**src/verilog/mmu_pkg.sv**
```systemverilog
package mmu_pkg;

	// address format
	localparam int va_w = 64;
	localparam int pa_w = 64;
	localparam int page_offset_w = 12;
	localparam int index_w = 9;
	localparam int tlb_tag_w = 43;

	// Sv39-style page table
	localparam int vpn_field_w = 9;
	localparam int walk_levels = 3;
	localparam int ppn_lsb = 10;
	localparam int ppn_msb = pa_w - page_offset_w + ppn_lsb - 1; // top ppn bit that fits a pa

	// memory bus
	localparam int bus_data_w = 64;
	localparam int bus_tag_w = 13;

	// addr_available codes
	localparam logic [1:0] st_idle = 2'd0;
	localparam logic [1:0] st_waiting = 2'd1;
	localparam logic [1:0] st_hit = 2'd2;
	localparam logic [1:0] st_miss = 2'd3;

	typedef struct packed {
		logic valid;
		logic lru; // set = next victim
	} tlb_state_t;

	typedef struct packed {
		logic [tlb_tag_w-1:0] tag;
		logic [63:0] pte;
		tlb_state_t state;
	} tlb_entry_t;

	// miss handed from buffer to walker
	typedef struct packed {
		logic [va_w-1:0] vaddr;
		logic [pa_w-1:0] root;
	} walk_req_t;

	// single table read from walker to bus side
	typedef struct packed {
		logic [pa_w-1:0] addr;
		logic [bus_tag_w-1:0] tag;
	} mem_read_t;

endpackage

```
**src/verilog/page_walker.sv**
```systemverilog
`timescale 1ns/1ns

module page_walker (
	input logic clk,
	input logic reset,
	input logic walk_start,
	input mmu_pkg::walk_req_t walk_req,
	input logic rd_done,
	input logic [mmu_pkg::bus_data_w-1:0] rd_data,
	output logic rd_start,
	output mmu_pkg::mem_read_t rd_req,
	output logic walk_done,
	output logic [63:0] walk_pte
);

	typedef enum logic [1:0] {
		w_idle,
		w_issue,
		w_wait
	} walk_state_t;

	walk_state_t state;
	logic [1:0] level;
	logic [mmu_pkg::va_w-1:0] vaddr_q;
	logic [mmu_pkg::pa_w-1:0] base_q; // table base for current level
	logic [mmu_pkg::bus_tag_w-1:0] tag_ctr;
	logic [mmu_pkg::pa_w-1:0] next_base;

	// base + 8 * vpn field of the given level
	function automatic logic [mmu_pkg::pa_w-1:0] entry_addr(
		input logic [mmu_pkg::pa_w-1:0] base,
		input logic [mmu_pkg::va_w-1:0] vaddr,
		input logic [1:0] lvl
	);
		logic [mmu_pkg::vpn_field_w-1:0] field;
		logic [mmu_pkg::pa_w-1:0] offset;
		field = vaddr[mmu_pkg::page_offset_w + lvl * mmu_pkg::vpn_field_w +:
			mmu_pkg::vpn_field_w];
		offset = {{(mmu_pkg::pa_w - mmu_pkg::vpn_field_w - 3){1'b0}}, field, 3'b000};
		return base + offset;
	endfunction

	assign next_base = {rd_data[mmu_pkg::ppn_msb:mmu_pkg::ppn_lsb],
		{mmu_pkg::page_offset_w{1'b0}}};

	assign rd_start = (state == w_issue);
	assign rd_req.addr = entry_addr(base_q, vaddr_q, level);
	assign rd_req.tag = tag_ctr;

	// leaf entry goes out with the last response
	assign walk_done = (state == w_wait) && rd_done && (level == 2'd0);
	assign walk_pte = rd_data;

	always_ff @(posedge clk) begin
		if (reset) begin
			state <= w_idle;
			level <= '0;
			tag_ctr <= '0;
		end else begin
			case (state)
				w_idle: begin
					if (walk_start) begin
						state <= w_issue;
						level <= 2'(mmu_pkg::walk_levels - 1);
					end
				end
				w_issue: begin
					state <= w_wait;
					tag_ctr <= tag_ctr + 1'b1; // fresh tag per read
				end
				w_wait: begin
					if (rd_done) begin
						if (level == 2'd0) begin
							state <= w_idle;
						end else begin
							state <= w_issue;
							level <= level - 1'b1;
						end
					end
				end
				default: state <= w_idle;
			endcase
		end
	end

	// address and base registers
	always_ff @(posedge clk) begin
		if (state == w_idle && walk_start) begin
			vaddr_q <= walk_req.vaddr;
			base_q <= walk_req.root;
		end else if (state == w_wait && rd_done) begin
			base_q <= next_base; // descend one level
		end
	end

endmodule

```
**config.mk**
```make
export PLATFORM = sky130hd
export DESIGN_NAME = page_walker
export DESIGN_NICKNAME = d
export VERILOG_FILES = /design/src/verilog/mmu_pkg.sv /design/src/verilog/page_walker.sv
export SDC_FILE = /design/constraint.sdc
export NUM_CORES = 1
export LEC_CHECK = 0
export BUFFER_PORTS_ARGS = -buffer_cell sky130_fd_sc_hd__buf_2
export CORE_AREA = 4 4 129 131
export CTS_CLUSTER_SIZE = 14
export DETAILED_ROUTE_END_ITERATION = 8
export DIE_AREA = 0 0 133 135
export PLACE_DENSITY = 0.84
export RECOVER_POWER = 25
export SLEW_MARGIN = 40
export SYNTH_ARGS = -nofsm -noshare
export SYNTH_HDL_FRONTEND = slang
export SYNTH_SLANG_ARGS = --single-unit
```
**constraint.sdc**
```tcl
create_clock -name clk -period 8.25 [get_ports clk]
set_clock_uncertainty 0.2 [all_clocks]
set_input_delay 1.65 -clock clk [delete_from_list [all_inputs] [get_ports clk]]
set_output_delay 1.65 -clock clk [all_outputs]
set_load 0.1 [all_outputs]
```
# ---- Word-level counts from Yosys, hierarchy flattened
# Cells that the tools add are included.
# Widths: inputs -> output; s select.
dict set report totals {
  regBits 145
  latch_bits 0
  mem_bits_rw 0
  rom_bits 0
  input_bits 196
  output_inout_bits 143
  word_cells 35
  mem_count 0
}
dict set report op_classes {
  add_sub_neg 4
  multipliers 1
  div 0
  n_lt_le_gt_ge 0
  eq_ne 5
  shift 1
  mux 10
  bitwise 0
  n_reduce_logical 9
}
# cell n
set op_table {}
lappend op_table {{$mux 64} 2}
lappend op_table {{$add 64x12->64} 1}
lappend op_table {{$shiftx 64x8->9} 1}
lappend op_table {{$add 13x1->13 const B} 1}
lappend op_table {{$mux 2} 5}
lappend op_table {{$add 4x6->7 const A} 1}
lappend op_table {{$mul 2x4->6 const B} 1}
lappend op_table {{$ne 2x2->1 const B} 3}
lappend op_table {{$pmux 2 s3} 1}
lappend op_table {{$logic_not 2->1} 2}
lappend op_table {{$pmux 2 s2} 1}
lappend op_table {{$reduce_and 4->1} 1}
lappend op_table {{$reduce_bool 2->1} 2}
lappend op_table {{$logic_and 1x1->1} 3}
lappend op_table {{$eq 2x1->1 const B} 1}
lappend op_table {{$eq 2x2->1 const B} 1}
lappend op_table {{$reduce_and 2->1} 1}
lappend op_table {{$sub 2x1->2 const B} 1}
lappend op_table {{$mux 1} 1}

# ---- Depth between registers and ports, before layout
dict set report logic_depth {
  ltp_word 4
  ltp_mapped 10
  depth_no_buf 8
}

# ---- Worst setup path after synthesis
# OpenSTA, ideal clock, no wires.
dict set report synth_timing {
  path_type {register to output}
  startpoint {register level[0]}
  endpoint {output rd_req[68] (netlist name)}
  arrival_time_ns 4.063
  required_ns 6.400
  setup_slack_ns 2.337
  stages_incl_launch_ff 10
  path_buffers 2
  path_cell_list {dfxtp_1 -> buf_2 -> mux4_2 -> ha_1 -> a21oi_1 -> a211oi_4 -> o211a_1 -> buf_6 -> nand4_1 -> xnor2_1}
}
# item line
set synth_lines {}
lappend synth_lines {{from (decl)} page_walker.sv:23} ;# logic [1:0] level;
lappend synth_lines {{from (signal assigned)} page_walker.sv:64} ;# level <= 2'(mmu_pkg::walk_levels - 1);
lappend synth_lines {{from (signal assigned)} page_walker.sv:77} ;# level <= level - 1'b1;
lappend synth_lines {{to (decl)} page_walker.sv:11} ;# output mmu_pkg::mem_read_t rd_req,

==> flow_metrics.tcl <==
set metrics [dict create \
    row_count 46 \
    cts.sinks 117 \
    dpl_cell_area_um2 8080 \
    hold_class "reg -> reg" \
    port_buffers 286 \
    ios 339 \
    cap_violations 2 \
    clkLatencyLatePin_ps 410 \
    whs_ps 304 \
    synth_warnings 0 \
    clk_pin_slew_ps 60 \
    first_iter_violations 366 \
    yosysSeqAreaShare_pct 48.3 \
    synthCells 585 \
    drc 0 \
    period_needed_ps 5740 \
    hpwl_mm 14.3 \
    fin_util_pct 55.3 \
    initial_core_util_pct 44.4 \
    wl_per_cell_um 18.3 \
    ys_ff_latch 117 \
    layout-drive-gt1-share_pct 46.8 \
    post_cts_resize_count 0 \
    cts_setup_buffers 0 \
    final_common_cell "buf_2" \
    ys_async_sr_fraction_pct 0 \
    tightest_slew_ps 1990 \
    numCtsBuffers 17 \
    ir_drop_uv 130 \
    synth_area_um2 6920 \
    violations "max-capacitance violations, max-slew violations" \
    core_area_um2 15600 \
    drt-total-wl_mm 18.9 \
    final_cell_mix "282 x buf_2, 100 x edfxtp_1, 51 x xnor2_1" \
    drv_slew 71 \
    cts_buffer_depth 2 \
    dieArea_um2 18000 \
    required_ps 6400 \
    grt_max_degree 66 \
    p_leak_nw 3.50 \
    cts_tree "yes" \
    syn_avg_cell_area_um2 11.8 \
    synth_ff_type "edfxtp_1" \
    design_area_um2 8620 \
    fp.dieH_um 135 \
    antenna_found_initial 1 \
    grt_pass1_wl_mm 28.7 \
    finalSetupTns_ps 0 \
    first_pass_iters 5 \
    synth_cell_types 53 \
    slew_headroom_pct -32.4 \
    max_freq_ghz 0.174 \
    grt_pass1_vias 5366 \
    vias 5486 \
    endpoint_kind "primary output" \
    syn-num-nets 793 \
    die_x_um 133 \
    rsz0062_at_grt "no" \
    root_buffer "clkbuf_16" \
    finalPower_mw 2.18 \
    vias_per_cell 5.30 \
    globalRoute.totalOverflow 0 \
    final-hold-violation-count 0 \
    status "finished, violations left" \
    track_usage_pct 20.6 \
    worstPathMaxFanout 13 \
    crit_arrival_ps 3890 \
    powerDensity_nw_per_um2 253 \
    nets 1013 \
    finalSetupViolCount 0 \
    fin_crit_sh_pct 69.6 \
    crit_type "reg -> out" \
    place_congestion 0.875 \
    cts_hold_buffers 0 \
    area_growth_pct 24.6 \
    ant_nets 0 \
    synth_edf_count 100 \
    start_kind "register" \
    h-tree-depth 4 \
]
==> worst max-delay path, stage by stage (launching register included) <==
cell	delay (ps)
dfxtp_2	590
mux4_2	560
ha_1	380
nand3_1	180
a211oi_4	400
o211a_1	520
nand4_1	210
xnor2_1	180
buf_2	450
==> metrics by stage <==
stage	setup slack, ps	std cells
final	2510	1035
after global routing	2160	1035
after CTS	2110	1034
after detailed placement	2600	1002
after global placement	2580	1001
after floorplan	2340	585
==> where the power goes <==
part           internal [mW]  leakage, nW  switching (mW)  total, mW
logic                  0.148         2.11           0.585      0.733
registers              0.703         1.10          0.0389      0.742
clock network          0.410        0.285           0.297      0.708
total                   1.26         3.50           0.921       2.18
==> path summary, 6_finish.rpt <==
path,startpoint,end,slack [ps],cells past startpoint
setup reg to reg,state[1],base_q[38],4080,4
hold reg to reg,tag_ctr[11],tag_ctr[11],300,2
hold / removal,tag_ctr[11],tag_ctr[11],300,2
setup / recovery,level[0],rd_req[76],2510,8
==> cells by family (layout without fill, tap and decap cells) <==
logic type               Yosys count  after routing  synth area share (%)
flip-flops                       117            117                  48.3
buffers and inverters             97            330                  9.31
adder cells (fa/ha/maj)           12             12                  2.28
XOR/XNOR                          64             64                  8.10
AND/OR/NAND/NOR                  173            173                  14.1
multiplexers                      62             62                  11.5
AO/OA/AOI/OAI                     60             60                  6.45
other                              0              1                     0
==> cells in the mapped netlist (11+ instances only) <==
| cell | instances | area [µm²] |
|---|---|---|
| a21oi_1 | 13 | 65.1 |
| and2_1 | 18 | 113 |
| and3_1 | 12 | 75.1 |
| and4_1 | 11 | 96.3 |
| buf_4 | 68 | 510 |
| dfxtp_1 | 17 | 340 |
| edfxtp_1 | 100 | 3000 |
| ha_1 | 11 | 138 |
| mux2_2 | 52 | 586 |
| nand2_1 | 21 | 78.8 |
| nand3_1 | 23 | 115 |
| nand4_1 | 20 | 125 |
| nor2_1 | 35 | 131 |
| o2111ai_1 | 20 | 175 |
| xnor2_1 | 51 | 447 |
| xor2_1 | 13 | 114 |
==> flip-flops by register name (all words and copies together), names as in the netlist <==
name / flops
base_q: 64
level: 2
state: 2
tag_ctr: 13
vaddr_q: 36
==> final cells by class <==
class,count,area [µm²]
Fill cell,1346,6970
Sequential cell,117,3340
Antenna cell,1,2.50
Clock inverter,14,114
Timing Repair Buffer,290,1470
Multi-Input combinational cell,371,2950
Tap cell,216,270
Clock buffer,18,450
Inverter,8,30.0
==> routing by layer <==
metal	track usage (%)	vias up	part of all wire, %
met5	0	-	0
met4	8.08	0	2.3
met3	5.48	39	7.6
met2	34.6	279	51
met1	25.4	2602	39
li1	-	2566	-
Power figures use the tool's default switching activity.
