$ cat config.mk
export PLATFORM = sky130hd
export DESIGN_NAME = bus_master
export DESIGN_NICKNAME = d
export VERILOG_FILES = /design/src/verilog/mmu_pkg.sv /design/src/verilog/bus_master.sv
export SDC_FILE = /design/constraint.sdc
export NUM_CORES = 1
export LEC_CHECK = 0
export BUFFER_PORTS_ARGS = -buffer_cell sky130_fd_sc_hd__buf_4
export CAP_MARGIN = 10
export CORE_AREA = 2 2 117 119
export DETAILED_ROUTE_END_ITERATION = 16
export DIE_AREA = 0 0 119 121
export GPL_ROUTABILITY_DRIVEN = 0
export PLACE_DENSITY = 0.68
export SYNTH_ARGS = -nofsm -noshare
export SYNTH_HDL_FRONTEND = slang
export SYNTH_SLANG_ARGS = --single-unit
$ cat constraint.sdc
create_clock -name clk -period 6.1 [get_ports clk]
set_clock_uncertainty 0.1 [all_clocks]
set_input_delay 1.22 -clock clk [delete_from_list [all_inputs] [get_ports clk]]
set_output_delay 1.22 -clock clk [all_outputs]
set_load 0.01 [all_outputs]
$ cat src/verilog/mmu_pkg.sv
package mmu_pkg;

	// address format
	localparam int va_w = 64;
	localparam int pa_w = 64;
	localparam int page_offset_w = 12;
	localparam int index_w = 9;
	localparam int tlb_tag_w = 43;

	// Sv39-style page table
	localparam int vpn_field_w = 9;
	localparam int walk_levels = 3;
	localparam int ppn_lsb = 10;
	localparam int ppn_msb = pa_w - page_offset_w + ppn_lsb - 1; // top ppn bit that fits a pa

	// memory bus
	localparam int bus_data_w = 64;
	localparam int bus_tag_w = 13;

	// addr_available codes
	localparam logic [1:0] st_idle = 2'd0;
	localparam logic [1:0] st_waiting = 2'd1;
	localparam logic [1:0] st_hit = 2'd2;
	localparam logic [1:0] st_miss = 2'd3;

	typedef struct packed {
		logic valid;
		logic lru; // set = next victim
	} tlb_state_t;

	typedef struct packed {
		logic [tlb_tag_w-1:0] tag;
		logic [63:0] pte;
		tlb_state_t state;
	} tlb_entry_t;

	// miss handed from buffer to walker
	typedef struct packed {
		logic [va_w-1:0] vaddr;
		logic [pa_w-1:0] root;
	} walk_req_t;

	// single table read from walker to bus side
	typedef struct packed {
		logic [pa_w-1:0] addr;
		logic [bus_tag_w-1:0] tag;
	} mem_read_t;

endpackage

$ cat src/verilog/bus_master.sv
`timescale 1ns/1ns

module bus_master (
	input logic clk,
	input logic reset,
	input logic rd_start,
	input mmu_pkg::mem_read_t rd_req,
	input logic abtr_grant,
	input logic bus_reqack,
	input logic bus_respcyc,
	input logic [mmu_pkg::bus_data_w-1:0] bus_resp,
	input logic [mmu_pkg::bus_tag_w-1:0] bus_resptag,
	output logic rd_done,
	output logic [mmu_pkg::bus_data_w-1:0] rd_data,
	output logic abtr_reqcyc,
	output logic bus_reqcyc,
	output logic [mmu_pkg::bus_data_w-1:0] bus_req,
	output logic [mmu_pkg::bus_tag_w-1:0] bus_reqtag,
	output logic bus_respack,
	output logic bus_busy
);

	typedef enum logic [1:0] {
		ph_arb,
		ph_req,
		ph_resp,
		ph_done
	} phase_t;

	phase_t phase;
	mmu_pkg::mem_read_t req_q; // outstanding read
	logic tag_match;

	// other tags belong to someone else
	assign tag_match = (phase == ph_resp) && bus_respcyc && (bus_resptag == req_q.tag);

	assign abtr_reqcyc = (phase == ph_arb);
	assign bus_reqcyc = (phase == ph_req);
	assign bus_req = req_q.addr;
	assign bus_reqtag = req_q.tag;
	assign bus_respack = tag_match;
	assign rd_done = tag_match;
	assign rd_data = bus_resp;
	assign bus_busy = rd_start || (phase != ph_done);

	always_ff @(posedge clk) begin
		if (reset) begin
			phase <= ph_done; // resting phase
		end else begin
			case (phase)
				ph_done: if (rd_start) phase <= ph_arb;
				ph_arb: if (abtr_grant) phase <= ph_req;
				ph_req: if (bus_reqack) phase <= ph_resp;
				ph_resp: if (tag_match) phase <= ph_done;
				default: phase <= ph_done;
			endcase
		end
	end

	always_ff @(posedge clk) begin
		if (phase == ph_done && rd_start)
			req_q <= rd_req;
	end

endmodule

**Word-level counts from Yosys, hierarchy flattened**

Index checks and enable logic that the tools add are counted.

- Multiply operators: 0
- $lt $le $gt $ge: 0
- Divide/modulo/power cells: 0
- Reduce and logical (&&, ||, !) cells: 6
- Shift operators: 0
- Eq/ne operators: 9
- Bitwise gates (word level): 0
- Add/subtract/negate cells: 0
- Mux-type cells: 5

Operator list:

| operator | number |
|---|---|
| 13-bit == test | 1 |
| 2-bit inequality test, second input constant | 5 |
| 2-bit two-way mux | 4 |
| 2-bit case mux with 4 select lines | 1 |
| 2-bit == test, second input constant | 2 |
| 4-bit AND reduction | 1 |
| 1-bit logical AND | 3 |
| 2-bit by 1-bit == test with 1-bit output, second input constant | 1 |
| 2-bit zero test | 1 |
| 1-bit logical OR | 1 |

- Memory bits (read-only): 0
- Word-level logic and storage cells: 23
- Memories: 0
- Bits of input ports: 160
- Latch bits: 0
- Bits in writable memories: 0
- Output and inout port bits: 146
- Register bits: 79

**Depth between registers and ports, before layout**

Gate-level depths: netlist of the first run.

- Depth after elaboration: 5
- Depth in mapped cells: 6
- Depth with buffers taken out: 6

**Worst setup path after synthesis of the first run**

OpenSTA, ideal clock, no wires.

- Kind: input-to-output
- From: input bus_resptag[4] in the netlist's numbering
- To: output rd_done
- Stages: 5
- Arrival time: 2.337 ns
- Path slack: 2.443 ns
- Data required time: 4.780 ns
- Buffers on the path: 1
- Cells stage by stage: xnor2_1 > nand4_1 > or4_1 > nor2_1 > buf_4

- Longest elaborated chain between the ends: 2

RTL lines:

| item | RTL line | text |
|---|---|---|
| from (decl) | bus_master.sv:12 | `input logic [mmu_pkg::bus_tag_w-1:0] bus_resptag,` |
| 13-bit == test | bus_master.sv:35 | `assign tag_match = (phase == ph_resp) && bus_respcyc && (bus_resptag == req_q.tag);` |
| 1-bit logical AND | bus_master.sv:35 |  |
| to (decl) | bus_master.sv:13 | `output logic rd_done,` |

Every way passes these cells.

**Worst setup path after layout of the first run**

- From: input bus_resptag[2] in the netlist's numbering
- To: output bus_respack

- Longest elaborated chain between the ends: 2

RTL lines:

| item | RTL line | text |
|---|---|---|
| 13-bit == test | bus_master.sv:35 |  |
| 1-bit logical AND | bus_master.sv:35 |  |
| to (decl) | bus_master.sv:19 | `output logic bus_respack,` |

Every way passes these cells.

==> results of run 1 <==
## report_power, final
| part | internal, W | leakage, nW | switching [W] |
|---|---|---|---|
| Sequential | 0.000737 | 0.743 | 0.0000427 |
| Clock | 0.000328 | 0.155 | 0.000231 |
| Combinational | 0.000187 | 0.983 | 0.000189 |
## kinds of logic after synthesis
kind of cell	share of synthesized area, %
xor+xnor	3.62
simple gates	2.15
buf+inv	16.1
fa+ha+maj	1.99
compound gates	0.716
mux	0.636
flops	74.8
## cell type report
type | count | area, um2 | share of cell area (%)
Sequential cell | 79 | 2350 | 52.0
Timing Repair Buffer | 177 | 1330 | 29.4
Multi-Input combinational cell | 35 | 289 | 6.39
Clock buffer | 9 | 225 | 4.98
Tap cell | 176 | 220 | 4.87
Clock inverter | 7 | 87.6 | 1.94
Inverter | 5 | 18.8 | 0.415
## cell usage after synthesis
cell	instances	area share, %
nand2b_1	1	0.20
mux2i_1	2	0.64
a21oi_1	1	0.16
edfxtp_1	77	74
inv_1	4	0.48
dfxtp_1	2	1.3
ha_1	5	2.0
o221ai_1	1	0.28
nand4_1	2	0.40
and2_1	1	0.20
or4_1	1	0.24
nand2_1	1	0.12
nand4_2	1	0.40
buf_4	65	16
a21o_2	1	0.28
nor2_1	5	0.60
inv_2	1	0.12
xnor2_1	13	3.6
## per-layer routing
metal  vias to the layer above  track usage [%]  wire (um)  part of all wire (%)
met5                         -                0          0                     0
met3                        30             8.18       1420                    16
met4                         0             6.55        309                   3.5
met2                       165             20.9       4740                    54
met1                       817             9.71       2320                    26
li1                        827                -          -                     -
## metrics by stage
stage / instances / cell area (um2) / util [%]
finish: 488 / 4520 / 34.6
global route: 488 / 4520 / 34.6
CTS: 488 / 4520 / 34.6
detailed placement: 472 / 4210 / 32.2
global placement: 472 / 4210 / 32.2
floorplan: 184 / 3150 / -
## tightest hold or removal path: cells and delay by family, from the launching register on
family        cells  cell delay, ps
mux               1              70
flops             1             350
simple gates      1             110
## flip-flops by register name (all words and copies together) (netlist names)
| name | count |
|---|---|
| bus_req | 64 |
| bus_reqtag | 13 |
| phase | 2 |
## how the worst max path moves through the flow
| stage | startpoint | end | slack, ps | depth (start not counted) |
|---|---|---|---|---|
| finish | bus_resptag[2] | bus_respack | 2320 | 6 |
| global route | bus_resptag[7] | bus_respack | 2240 | 6 |
| CTS | bus_resptag[7] | bus_respack | 2310 | 6 |
| detailed placement | bus_resptag[7] | bus_respack | 2310 | 6 |
| global placement | bus_resptag[6] | bus_respack | 2300 | 6 |
| floorplan | bus_resptag[4] | rd_done | 2440 | 5 |
==> impl_metrics.env, run 1 <==
export IMPL_worst_hold_path_endpoint="phase[1]$_SDFFE_PP1P_"
export IMPL_setup_viol=0
export IMPL_layout_cells_most_common_list="177 x buf_4, 77 x edfxtp_1, 13 x xnor2_1"
export IMPL_synth_seq_cells=79
export IMPL_path_delay_family="simple AND/OR/NAND/NOR gates"
export IMPL_diodes=0
export IMPL_fp_dieArea_um2=14400
export IMPL_worst_skew_pair_late_latency_ps=330
export IMPL_hp_class="register to register"
export IMPL_critical_r2r_capture="bus_req[17]$_DFFE_PP_"
export IMPL_worst_endpoint_required_ps=4780
export IMPL_layout_commonest_cell="buf_4"
export IMPL_cell_type_of_the_slowest_stage_on_the_worst_timing_path="or4_1"
export IMPL_worst_slew_margin_rel_pct=34.1
export IMPL_timing_reg2reg_worst_path_depth=2
export IMPL_path_common_cell="buf_4"
export IMPL_mappedNetlistNets=349
export IMPL_cts_hold_buffers_added=0
export IMPL_number_of_global_route_vias_before_repair=2080
export IMPL_die_y_um=121
export IMPL_timing_worst_slew_pin_value_ps=988
export IMPL_final_net_count=472
export IMPL_floorplan_core_area_um2=13100
export IMPL_postSynthCellCount=184
export IMPL_critical_path_class="input pin to output port"
export IMPL_netlist_area_um2=3150
export IMPL_worst_slack_ps=2320
export IMPL_total_leakage_power_nw=1.88
export IMPL_grt_usage_pct=11.9
export IMPL_place_port_buffers=177
export IMPL_post_route_period_util_pct=62.0
export IMPL_syn2layout_area_growth_pct=43.8
export IMPL_setup_tns_final_ps=0
export IMPL_clockBufferDepth=2
export IMPL_drive_gt1_share_pct=63.1
export IMPL_initial_core_util_pct=24.0
export IMPL_timing_critical_path_fanout_max=2
export IMPL_post_detailed_route_wirelength_per_cell_um=18.0
export IMPL_clkSinkCount=79
export IMPL_worstHoldStart="phase[1]$_SDFFE_PP1P_"
export IMPL_number_of_cells_on_the_worst_hold_path=2
export IMPL_total_power_w=0.00172
export IMPL_clkTransAtPathRegs_ps=70
export IMPL_drtPass1Iterations=4
export IMPL_reg2reg_from="phase[0]$_SDFFE_PP1P_"
export IMPL_timing_final_max_slew_violations=0
export IMPL_pin_count_of_the_biggest_net_entering_global_routing=78
export IMPL_yosysWarnings=0
export IMPL_post_synth_cell_area_avg_um2=17.1
export IMPL_timing_fmax_mhz=265
export IMPL_timing_max_cap_violations=0
export IMPL_hpwlAfterDp_mm=7.30
export IMPL_setup_worst_path_start_class="input pin"
export IMPL_antenna_found_initial=0
export IMPL_die_width_um=119
export IMPL_cts_max_level=3
export IMPL_synth_distinct_cells=18
export IMPL_critPathCaptureType="output port"
export IMPL_dp_slack_ps=2310
export IMPL_cts_resized=0
export IMPL_worst_ep_arrival_ps=2460
export IMPL_root_buffer="clkbuf_16"
export IMPL_detail_route_vias_per_cell=3.77
export IMPL_grt_pass1_wl_mm=12.4
export IMPL_finalHoldViolCount=0
export IMPL_yosysSeqAreaShare_pct=74.8
export IMPL_top_level_ports=306
export IMPL_fp_row_count=42
export IMPL_post_cts_setup_buffer_count=0
export IMPL_peakVddDrop_v=0.000209
export IMPL_run_status="completed"
export IMPL_period_minus_slack_ps=3780
export IMPL_postRouteWirelength_mm=8.79
export IMPL_cts_inserted_buffers=9
export IMPL_dr_total_vias=1839
export IMPL_critical_path_buf_inv_count=2
export IMPL_slowest_delay_ps=570
export IMPL_setup_repair_after_global_routing_missed_its_margin="no"
export IMPL_critical_path_cell_chain="buf_4 -> xnor2_1 -> nand4_1 -> or4_1 -> nor2_1 -> buf_4"
export IMPL_finalHoldWorstSlack_ps=477
export IMPL_ff2ff_setup_slack_ps=4170
export IMPL_powerDensity_nw_per_um2=379
export IMPL_cts_tree="done"
export IMPL_filler_cell_count=1253
export IMPL_first_iter_violations=28
export IMPL_antenna_left=0
export IMPL_drcViolationCount=0
export IMPL_global_route_overflow_total=0
No activity file was read; power rests on OpenSTA's default activity.
==> run 2: changes to the inputs <==
--- a/config.mk
+++ b/config.mk
@@ -7,11 +7,11 @@
 export LEC_CHECK = 0
 export BUFFER_PORTS_ARGS = -buffer_cell sky130_fd_sc_hd__buf_4
 export CAP_MARGIN = 10
-export CORE_AREA = 2 2 117 119
+export CORE_AREA = 2 2 118 120
 export DETAILED_ROUTE_END_ITERATION = 16
-export DIE_AREA = 0 0 119 121
+export DIE_AREA = 0 0 120 122
 export GPL_ROUTABILITY_DRIVEN = 0
-export PLACE_DENSITY = 0.68
+export PLACE_DENSITY = 0.67
 export SYNTH_ARGS = -nofsm -noshare
 export SYNTH_HDL_FRONTEND = slang
 export SYNTH_SLANG_ARGS = --single-unit
==> constraint.sdc (replaced) <==
create_clock -name clk -period 4 [get_ports clk]
set_clock_uncertainty 0.1 [all_clocks]
set_input_delay 0.8 -clock clk [delete_from_list [all_inputs] [get_ports clk]]
set_output_delay 0.8 -clock clk [all_outputs]
set_load 0.01 [all_outputs]
==> impl_metrics.env, run 2 (same netlist as run 1, synthesis figures left out) <==
export IMPL_run_status="completed"
export IMPL_worst_ep_arrival_ps=2080
export IMPL_cts_tree="done"
export IMPL_timing_fmax_mhz=336
export IMPL_die_width_um=120
export IMPL_die_y_um=122
export IMPL_root_buffer="clkbuf_16"
export IMPL_pin_count_of_the_biggest_net_entering_global_routing=78
export IMPL_total_leakage_power_nw=1.87
export IMPL_first_iter_violations=30
export IMPL_cts_resized=0
export IMPL_clkTransAtPathRegs_ps=60
export IMPL_layoutNonFillerInstCount=493
export IMPL_setup_tns_final_ps=0
export IMPL_final_net_count=472
export IMPL_hpwlAfterDp_mm=7.93
export IMPL_post_route_period_util_pct=74.4
export IMPL_post_cts_setup_buffer_count=0
export IMPL_layout_cells_most_common_list="177 x buf_4, 77 x edfxtp_1, 13 x xnor2_1"
export IMPL_worst_endpoint_required_ps=3100
export IMPL_floorplan_core_area_um2=13500
export IMPL_clkSinkCount=79
export IMPL_grt_usage_pct=12.2
export IMPL_fp_dieArea_um2=14600
export IMPL_setup_worst_path_start_class="input pin"
export IMPL_timing_max_cap_violations=0
export IMPL_timing_final_max_slew_violations=0
export IMPL_layout_commonest_cell="buf_4"
export IMPL_initial_core_util_pct=23.3
export IMPL_timing_worst_slew_pin_value_ps=1000
export IMPL_top_level_ports=306
export IMPL_path_common_cell="buf_4"
export IMPL_global_route_overflow_total=0
export IMPL_antenna_left=0
export IMPL_peakVddDrop_v=0.000229
export IMPL_critical_path_class="input pin to output port"
export IMPL_postRouteWirelength_mm=9.45
export IMPL_antenna_found_initial=1
export IMPL_cts_inserted_buffers=9
export IMPL_place_detailed_instances=476
export IMPL_detail_route_vias_per_cell=3.82
export IMPL_finalHoldViolCount=0
export IMPL_worst_skew_pair_late_latency_ps=330
export IMPL_critPathCaptureType="output port"
export IMPL_drcViolationCount=0
export IMPL_grt_pass1_wl_mm=12.8
export IMPL_drive_gt1_share_pct=63.1
export IMPL_hp_class="register to register"
export IMPL_powerDensity_nw_per_um2=569
export IMPL_critical_path_cell_chain="buf_4 -> xnor2_1 -> nand4_1 -> or4_1 -> nor2_1 -> buf_4"
export IMPL_number_of_global_route_vias_before_repair=2056
export IMPL_place_port_buffers=177
export IMPL_syn2layout_area_growth_pct=43.6
export IMPL_cts_hold_buffers_added=0
export IMPL_worst_slew_margin_rel_pct=33.2
export IMPL_timing_critical_path_fanout_max=2
export IMPL_number_of_flip_flops_in_the_largest_register=64
export IMPL_post_detailed_route_wirelength_per_cell_um=19.2
export IMPL_period_minus_slack_ps=2980
export IMPL_drtPass1Iterations=4
export IMPL_cell_type_of_the_slowest_stage_on_the_worst_timing_path="or4_1"
export IMPL_cts_max_level=3
export IMPL_slowest_delay_ps=570
export IMPL_filler_cell_count=1319
export IMPL_setup_repair_after_global_routing_missed_its_margin="no"
export IMPL_fp_row_count=43
export IMPL_setup_viol=0
export IMPL_dr_total_vias=1884
export IMPL_clockBufferDepth=2
==> run 2: changes by cell type in the layout (fill, tap and decap cells not counted) <==
cell        before  now
diode_2          0    1
clkinvlp_4       0    2
bufinv_16        1    0
inv_6            3    1
clkinv_8         0    1
clkinv_4         1    0
inv_8            2    3
==> run 2: layout make-up <==
class | count | area, um2 | area share (%)
antenna | 1 | 2.50 | 0.0554
clock buffer | 9 | 225 | 4.99
clock inverter | 7 | 73.8 | 1.63
inverter | 5 | 18.8 | 0.416
multi-input combinational | 35 | 289 | 6.40
sequential | 79 | 2350 | 52.1
tap | 180 | 225 | 4.99
timing repair buffer | 177 | 1330 | 29.4
==> run 2: final timing paths <==
kind	startpoint	slack, ps	cells past startpoint	to
worst max-delay path	bus_resptag[7]	1020	6	rd_done
worst max register to register	phase[1]$_SDFFE_PP1P_	2050	2	bus_req[8]$_DFFE_PP_
worst min register to register	phase[0]$_SDFFE_PP1P_	500	2	phase[0]$_SDFFE_PP1P_
worst min-delay path	phase[0]$_SDFFE_PP1P_	500	2	phase[0]$_SDFFE_PP1P_
==> run 2: through the flow <==
step	power, W	worst slack, ps	utilization (%)	hold slack, ps	cell area [um2]
2_1_floorplan	0.00151	866	-	437	3150
3_3_place_gp	0.00178	988	31.2	454	4210
3_5_place_dp	0.00180	954	31.2	485	4210
4_1_cts	0.00261	949	33.4	496	4510
5_1_grt	0.00270	890	33.4	514	4510
6_report	0.00257	1020	33.4	496	4520
==> run 2: power by group <==
group	internal, W	switching [W]	total (W)
clock network	0.000441	0.000366	0.000807
registers	0.00112	0.0000649	0.00119
logic	0.000285	0.000287	0.000573
total	0.00185	0.000719	0.00257
==> run 2: critical path, delay by kind of cell <==
family	cells	cell delay, ps
buf+inv	2	250
simple gates	3	890
xor+xnor	1	130
==> run 2: per-layer routing <==
| metal | up-vias | GRT usage, % | wire length [um] |
|---|---|---|---|
| met5 | - | 0 | 0 |
| met4 | 0 | 4.34 | 239 |
| met3 | 27 | 8.90 | 1660 |
| met2 | 168 | 21.6 | 4890 |
| met1 | 860 | 10.6 | 2650 |
| li1 | 829 | - | - |
